`src/include/exec_cfg.svh`:
```
`ifndef EXEC_CFG_SVH
`define EXEC_CFG_SVH

// Bits handled per clock, one of 1, 2, 4 or 8
`define SERIAL_W 4

// Count cycles needed to walk a 32-bit word
`define SERIAL_STEPS (32 / `SERIAL_W)

// Operation code width
`define OP_BITS 4

`endif

```
`src/rtl/exec_ctrl_pkg.sv`:
```
`include "exec_cfg.svh"

package exec_ctrl_pkg;

   // One slice of a 32-bit operand
   typedef logic [`SERIAL_W-1:0] chunk_t;

   // Strobes from the step controller
   typedef struct packed {
      // Operand capture cycle
      logic load;
      // Count cycle active
      logic en;
      // Final count cycle
      logic last;
   } step_t;

endpackage

```
`src/rtl/exec_op_pkg.sv`:
```
`include "exec_cfg.svh"

package exec_op_pkg;

   // Operation set of the serial datapath
   typedef enum logic [`OP_BITS-1:0] {
      OP_ADD,
      OP_SUB,
      OP_AND,
      OP_OR,
      OP_XOR,
      OP_SLT,
      OP_SLTU,
      OP_SLL,
      OP_SRL,
      OP_SRA
   } op_e;

   // Request payload, held stable while req is high
   typedef struct packed {
      op_e         op;
      logic [31:0] rs1;
      logic [31:0] rs2;
   } exec_cmd_t;

   typedef struct packed {
      logic [31:0] result;
   } exec_rsp_t;

endpackage

```
`src/rtl/result_collect.sv`:
```
`include "exec_cfg.svh"

module result_collect (
   input  logic                   clk,
   input  logic                   i_arst_n,
   input  exec_op_pkg::exec_cmd_t i_cmd,
   input  exec_ctrl_pkg::step_t   i_step,
   input  exec_ctrl_pkg::chunk_t  i_alu_chunk,
   input  exec_ctrl_pkg::chunk_t  i_shift_chunk,
   input  logic                   i_cmp,
   output exec_op_pkg::exec_rsp_t o_rsp
);

   logic [31:0]           result_q;
   logic                  shift_op;
   logic                  slt_op;
   exec_ctrl_pkg::chunk_t chunk;

   assign shift_op = (i_cmd.op == exec_op_pkg::OP_SLL)
                  || (i_cmd.op == exec_op_pkg::OP_SRL)
                  || (i_cmd.op == exec_op_pkg::OP_SRA);
   assign slt_op   = (i_cmd.op == exec_op_pkg::OP_SLT)
                  || (i_cmd.op == exec_op_pkg::OP_SLTU);

   assign chunk = shift_op ? i_shift_chunk : i_alu_chunk;

   // Chunks enter at the top and drift down, LSB chunk ends at bit 0
   always_ff @(posedge clk or negedge i_arst_n) begin
      if (!i_arst_n) begin
         result_q <= '0;
      end else if (i_step.en) begin
         if (i_step.last && slt_op) begin
            result_q <= {31'd0, i_cmp};
         end else begin
            result_q <= {chunk, result_q[31:`SERIAL_W]};
         end
      end
   end

   // Held until the next operation starts counting
   assign o_rsp.result = result_q;

endmodule

```
`src/rtl/serial_alu.sv`:
```
`include "exec_cfg.svh"

module serial_alu (
   input  logic                     clk,
   input  logic                     i_arst_n,
   input  exec_op_pkg::exec_cmd_t   i_cmd,
   input  exec_ctrl_pkg::step_t     i_step,
   output exec_ctrl_pkg::chunk_t    o_chunk,
   output logic                     o_cmp
);

   logic [31:0]           rs1_q;
   logic [31:0]           rs2_q;
   logic                  carry_q;

   exec_ctrl_pkg::chunk_t op_a;
   exec_ctrl_pkg::chunk_t op_b;
   exec_ctrl_pkg::chunk_t op_b_eff;
   exec_ctrl_pkg::chunk_t sum;
   logic                  carry_out;
   logic                  sub;
   logic                  cmp_sig;
   logic                  a_top;
   logic                  b_top;

   // Compares reuse the subtract path
   assign sub = (i_cmd.op == exec_op_pkg::OP_SUB)
             || (i_cmd.op == exec_op_pkg::OP_SLT)
             || (i_cmd.op == exec_op_pkg::OP_SLTU);
   assign cmp_sig = (i_cmd.op == exec_op_pkg::OP_SLT);

   assign op_a     = rs1_q[`SERIAL_W-1:0];
   assign op_b     = rs2_q[`SERIAL_W-1:0];
   assign op_b_eff = sub ? ~op_b : op_b;

   assign {carry_out, sum} = {1'b0, op_a} + {1'b0, op_b_eff}
                           + {{`SERIAL_W{1'b0}}, carry_q};

   // Operands walk toward bit 0 one chunk per count cycle
   always_ff @(posedge clk) begin
      if (i_step.load) begin
         rs1_q <= i_cmd.rs1;
         rs2_q <= i_cmd.rs2;
      end else if (i_step.en) begin
         rs1_q <= rs1_q >> `SERIAL_W;
         rs2_q <= rs2_q >> `SERIAL_W;
      end
   end

   // Carry seeded with one for two's complement subtract
   always_ff @(posedge clk or negedge i_arst_n) begin
      if (!i_arst_n) begin
         carry_q <= 1'b0;
      end else if (i_step.load) begin
         carry_q <= sub;
      end else if (i_step.en) begin
         carry_q <= carry_out;
      end
   end

   always_comb begin
      case (i_cmd.op)
         exec_op_pkg::OP_AND: o_chunk = op_a & op_b;
         exec_op_pkg::OP_OR:  o_chunk = op_a | op_b;
         exec_op_pkg::OP_XOR: o_chunk = op_a ^ op_b;
         default:             o_chunk = sum;
      endcase
   end

   // Sign bits sit in the top of the last chunk
   assign a_top = op_a[`SERIAL_W-1];
   assign b_top = op_b[`SERIAL_W-1];

   // No carry out of rs1 - rs2 means a borrow, so rs1 is below rs2
   always_comb begin
      if (cmp_sig && (a_top != b_top)) begin
         o_cmp = a_top;
      end else begin
         o_cmp = ~carry_out;
      end
   end

endmodule

```
`src/rtl/serial_exec_top.sv`:
```
module serial_exec_top (
   input  logic                   clk,
   input  logic                   i_arst_n,
   input  logic                   i_req,
   input  exec_op_pkg::exec_cmd_t i_cmd,
   output logic                   o_ack,
   output exec_op_pkg::exec_rsp_t o_rsp
);

   exec_ctrl_pkg::step_t  step;
   exec_ctrl_pkg::chunk_t alu_chunk;
   exec_ctrl_pkg::chunk_t shift_chunk;
   logic                  alu_cmp;

   serial_state u_state (
      .clk      (clk),
      .i_arst_n (i_arst_n),
      .i_req    (i_req),
      .o_ack    (o_ack),
      .o_step   (step)
   );

   serial_alu u_alu (
      .clk      (clk),
      .i_arst_n (i_arst_n),
      .i_cmd    (i_cmd),
      .i_step   (step),
      .o_chunk  (alu_chunk),
      .o_cmp    (alu_cmp)
   );

   serial_shifter u_shift (
      .clk      (clk),
      .i_arst_n (i_arst_n),
      .i_cmd    (i_cmd),
      .i_step   (step),
      .o_chunk  (shift_chunk)
   );

   // Final merge of both datapaths
   result_collect u_collect (
      .clk           (clk),
      .i_arst_n      (i_arst_n),
      .i_cmd         (i_cmd),
      .i_step        (step),
      .i_alu_chunk   (alu_chunk),
      .i_shift_chunk (shift_chunk),
      .i_cmp         (alu_cmp),
      .o_rsp         (o_rsp)
   );

endmodule

```
`src/rtl/serial_shifter.sv`:
```
`include "exec_cfg.svh"

module serial_shifter (
   input  logic                   clk,
   input  logic                   i_arst_n,
   input  exec_op_pkg::exec_cmd_t i_cmd,
   input  exec_ctrl_pkg::step_t   i_step,
   output exec_ctrl_pkg::chunk_t  o_chunk
);

   localparam int CNT_W = $clog2(`SERIAL_STEPS);

   logic [31:0]      word_q;
   logic [4:0]       shamt_q;
   logic [CNT_W-1:0] idx_q;
   logic             sh_left;
   logic             fill;

   assign sh_left = (i_cmd.op == exec_op_pkg::OP_SLL);
   assign fill    = (i_cmd.op == exec_op_pkg::OP_SRA) && word_q[31];

   always_ff @(posedge clk) begin
      if (i_step.load) begin
         word_q  <= i_cmd.rs1;
         shamt_q <= i_cmd.rs2[4:0];
      end
   end

   // Chunk index, the word itself stays put
   always_ff @(posedge clk or negedge i_arst_n) begin
      if (!i_arst_n) begin
         idx_q <= '0;
      end else if (i_step.load) begin
         idx_q <= '0;
      end else if (i_step.en) begin
         idx_q <= idx_q + 1'b1;
      end
   end

   // Pick each output bit straight from the stored word
   always_comb begin
      logic [6:0] base;
      logic [6:0] pos;
      logic [6:0] src;
      base = 7'(idx_q) * 7'(`SERIAL_W);
      for (int j = 0; j < `SERIAL_W; j++) begin
         pos = base + 7'(j);
         if (sh_left) begin
            src        = pos - 7'(shamt_q);
            o_chunk[j] = (pos >= 7'(shamt_q)) ? word_q[src[4:0]] : 1'b0;
         end else begin
            src        = pos + 7'(shamt_q);
            o_chunk[j] = (src < 7'd32) ? word_q[src[4:0]] : fill;
         end
      end
   end

endmodule

```
`src/rtl/serial_state.sv`:
```
`include "exec_cfg.svh"

module serial_state (
   input  logic                 clk,
   input  logic                 i_arst_n,
   input  logic                 i_req,
   output logic                 o_ack,
   output exec_ctrl_pkg::step_t o_step
);

   localparam int CNT_W = $clog2(`SERIAL_STEPS);
   localparam logic [CNT_W-1:0] CNT_LAST = CNT_W'(`SERIAL_STEPS - 1);

   typedef enum logic [2:0] {
      S_IDLE,
      S_LOAD,
      S_COUNT,
      S_ACK,
      S_WAIT_LOW
   } state_e;

   state_e           state_q;
   logic [CNT_W-1:0] cnt_q;
   logic             cnt_done;

   assign cnt_done = (cnt_q == CNT_LAST);

   always_ff @(posedge clk or negedge i_arst_n) begin
      if (!i_arst_n) begin
         state_q <= S_IDLE;
         cnt_q   <= '0;
         o_ack   <= 1'b0;
      end else begin
         case (state_q)
            S_IDLE: begin
               if (i_req) begin
                  state_q <= S_LOAD;
               end
            end
            S_LOAD: begin
               cnt_q   <= '0;
               state_q <= S_COUNT;
            end
            S_COUNT: begin
               cnt_q <= cnt_q + 1'b1;
               if (cnt_done) begin
                  state_q <= S_ACK;
               end
            end
            // Result settled, raise ack on the way out
            S_ACK: begin
               o_ack   <= 1'b1;
               state_q <= S_WAIT_LOW;
            end
            // Hold ack until the requester lets go
            S_WAIT_LOW: begin
               if (!i_req) begin
                  o_ack   <= 1'b0;
                  state_q <= S_IDLE;
               end
            end
            default: begin
               state_q <= S_IDLE;
            end
         endcase
      end
   end

   assign o_step.load = (state_q == S_LOAD);
   assign o_step.en   = (state_q == S_COUNT);
   assign o_step.last = (state_q == S_COUNT) && cnt_done;

endmodule

```
`config.mk`:
```
export PLATFORM = sky130hd
export DESIGN_NAME = serial_exec_top
export DESIGN_NICKNAME = d
export VERILOG_FILES = /design/src/rtl/exec_ctrl_pkg.sv /design/src/rtl/exec_op_pkg.sv /design/src/rtl/result_collect.sv /design/src/rtl/serial_alu.sv /design/src/rtl/serial_exec_top.sv /design/src/rtl/serial_shifter.sv /design/src/rtl/serial_state.sv
export VERILOG_INCLUDE_DIRS = /design/src /design/src/include
export SDC_FILE = /design/constraint.sdc
export NUM_CORES = 1
export LEC_CHECK = 0
export BUFFER_PORTS_ARGS = -buffer_cell sky130_fd_sc_hd__buf_2
export CAP_MARGIN = 10
export CELL_PAD_IN_SITES_DETAIL_PLACEMENT = 0
export CELL_PAD_IN_SITES_GLOBAL_PLACEMENT = 1
export CORE_AREA = 3 3 137 139
export DETAILED_ROUTE_END_ITERATION = 7
export DIE_AREA = 0 0 140 142
export PLACE_DENSITY = 0.86
export SETUP_SLACK_MARGIN = 0.1
export SLEW_MARGIN = 15
export SYNTH_ARGS = -nofsm -noshare
export SYNTH_HDL_FRONTEND = slang
export SYNTH_SLANG_ARGS = --single-unit
```
`constraint.sdc`:
```
create_clock -name clk -period 8.67 [get_ports clk]
set_input_delay 0.4335 -clock clk [delete_from_list [all_inputs] [get_ports clk]]
set_output_delay 0.4335 -clock clk [all_outputs]
set_load 0.01 [all_outputs]
```
==> results.yml <==
global_routing:
  grtUsageTotal: 0.228
  overflow: 0
  grt_pass1_vias: 6479
  grt_max_degree: 71
  grt_pass1_wl_microns: 35500
  antenna_found_initial: 0
worst_setup_path:
  critPathArrivalTime_ps: 4100
  reg2reg_depth: 8
  worstPathRequired_ps: 8970
  critPathSlowestCell: "ha_1"
  path_cells: "buf_4 > inv_2 > ha_1 > mux4_1 > mux4_2 > and3_1 > a211oi_2 > o41ai_2"
  worstPathMaxFanout: 60
  startpoint: "u_shift.shamt_q[0]"
  end_kind: "register"
  r2r_end: "u_collect.o_rsp[31]"
  cp_slowest_stage_delay_ps: 1030
  reg2reg_slack_ps: 4870
  critPathLaunchType: "register"
  regToRegStartpoint: "u_shift.shamt_q[0]"
  crit_type: "reg -> reg"
  crit_end: "u_collect.o_rsp[31]"
floorplanning:
  dieArea_sq_mm: 0.0199
  io_pins: 104
  die_h_microns: 142
  die_w_microns: 140
  core_sq_mm: 0.0178
  rows: 49
  initial_utilization: 0.514
layout:
  mostFrequentLayoutCells: "103 x buf_2, 101 x edfxtp_1, 87 x nand2_1"
  drive_gt1_frac: 0.287
  nNetsFinal: 928
  final_area_sq_mm: 0.0103
  diodes: 0
  nFillCells: 1453
  layout.cells.most_common: "buf_2"
  synthToLayoutAreaGrowth_pct: 12.9
  post-route-util: 0.580
timing:
  drv_slew: 0
  rsz0062_at_grt: "no"
  final.setup.tns_ps: 0
  relSlewSlack: 0.335
  timing.fmax_mhz: 263
  setup_slack_ps: 4870
  fin_crit_sh: 0.438
  setup_viol: 0
  layout_min_cycle_time_ps: 3800
  whs_ps: 179
  tightest_slew_ps: 998
  skew_ps: 12.6
  finalHoldViolCount: 0
synthesis:
  synth_top_area_frac: 0.332
  synthDistinctLibCells: 68
  ys_async_sr_fraction: 0.299
  synth_area_sq_mm: 0.00914
  synth_edf_count: 101
  syn_inst: 738
  synth.largest_area_cell: "edfxtp_1"
  synthFlopType: "edfxtp_1"
  synthTopCellsByArea: "edfxtp_1 33%, dfrtp_1 12%, mux2_2 7.6%"
  syn_area_per_cell_sq_um: 12.4
  synth_nets: 844
  synth_seq_area_share: 0.449
  synth_seq_cells: 144
  yosys_warnings: 0
routing:
  via_per_inst: 6.11
  dr.pass1.iters: 5
  routedWlPerCell_microns: 20.9
  drc: 0
  ant_nets: 0
  vias: 6502
  drt_wl_total_microns: 22300
  drt_iter0_drc: 629
placement:
  place_area_sq_mm: 0.00970
  numPortBuffers: 103
  dp_hpwl_microns: 15800
  dp_slack_ps: 4910
  gp_congestion: 0.982
cts:
  clock_sinks: 144
  cts.repair_timing.setup_buffer_count: 0
  cts_hold_buf: 0
  clkLatencyLatePin_ps: 420
  cts_max_path_buffers: 2
  ctsRootBufferMaster: "clkbuf_16"
  numCtsBuffers: 17
  htree_levels: 4
  cts_tree: "done"
  postCtsResizedCells: 0
  path_clk_slew_ps: 60
job:
  drv_cap: 0
hold_path:
  hold_path_class: "in -> async"
power:
  ir_drop_v: 0.000252
  p_leak_nw: 4.32
  power.density_mw_per_mm2: 409
run_status:
  outcome: "finished clean"
==> metal layers <==
metal | part of all wire | wire length [microns] | global-route usage
met3 | 0.077 | 1720 | 0.0524
met5 | 0 | 0 | 0
met1 | 0.43 | 9600 | 0.314
met2 | 0.47 | 10400 | 0.357
met4 | 0.025 | 548 | 0.0857
==> cell usage after synthesis (all sizes together) (3+ instances only) <==
cell type,number
mux2i,51
dfrtp,43
a211oi,6
or3b,3
nand3,39
xor2,8
nand2b,4
nand4,4
ha,28
nand2,87
o41ai,3
o21ai,19
nor2,22
nor3,7
o211ai,3
nor2b,16
mux2,62
fa,7
and2,16
a311oi,3
buf,23
inv,29
clkbuf,23
a21o,5
a22oi,7
edfxtp,101
xnor2,12
mux4,43
a21oi,25
a31oi,5
a22o,3
==> logic make-up (layout without fill, tap and decap cells) <==
kind of cell | count (synthesis) | in the layout | synth area share
mux | 156 | 156 | 0.245
compound gates | 101 | 101 | 0.0783
xor+xnor | 20 | 20 | 0.0192
buf+inv | 75 | 172 | 0.0465
flops | 144 | 144 | 0.449
simple gates | 207 | 207 | 0.108
fa+ha+maj | 35 | 35 | 0.0536
==> through the flow <==
| step | instances | power [mW] |
|---|---|---|
| final | 1064 | 4.23 |
| after global routing | 1064 | 4.49 |
| after CTS | 1064 | 4.25 |
| after detailed placement | 1032 | 3.45 |
| after global placement | 1032 | 3.39 |
| after floorplan | 738 | 2.92 |
==> area by class of cell <==
type / count / area (sq um) / area share
multi-input combinational: 519 / 4620 / 0.448
sequential: 144 / 4110 / 0.398
timing repair buffer: 111 / 576 / 0.0558
clock buffer: 20 / 437 / 0.0423
tap: 229 / 287 / 0.0278
clock inverter: 12 / 183 / 0.0177
inverter: 29 / 109 / 0.0105
==> state kept, by name (all words and copies together), names as in the netlist <==
name and cells:
u_alu.rs1_q 32, u_alu.rs2_q 32, u_collect.o_rsp 32, u_shift.word_q 32, u_shift.shamt_q 5, u_shift.idx_q 3, u_state.cnt_q 3, u_state.state_q 3
u_alu.carry_q 1, u_state.o_ack 1
==> worst min-delay path by stage <==
stage / start / endpoint / slack, ps / cells after the start
2_1_floorplan: i_arst_n / u_alu.carry_q / 140 / 0
3_3_place_gp: u_collect.o_rsp[3] / u_collect.o_rsp[3] / 450 / 2
3_5_place_dp: u_collect.o_rsp[1] / u_collect.o_rsp[1] / 460 / 2
4_1_cts: i_cmd[57] / u_shift.word_q[25] / 180 / 1
5_1_grt: i_cmd[57] / u_shift.word_q[25] / 180 / 1
6_report: i_arst_n / u_collect.o_rsp[18] / 180 / 1
==> where the power goes <==
| group | internal (mW) | total, mW | switching (mW) |
|---|---|---|---|
| Combinational | 0.947 | 2.08 | 1.13 |
| Clock | 0.484 | 0.778 | 0.294 |
| Sequential | 1.16 | 1.37 | 0.215 |
| Total | 2.59 | 4.23 | 1.64 |
==> worst max-delay path, delay by kind of cell (launching register included) <==
family	cells	cell delay, ps
AO/OA/AOI/OAI	2	300
AND/OR/NAND/NOR	1	200
multiplexers	2	890
flip-flops	1	320
adder cells (fa/ha/maj)	1	1030
buffers and inverters	2	900
No activity file was read; power rests on OpenSTA's default activity.
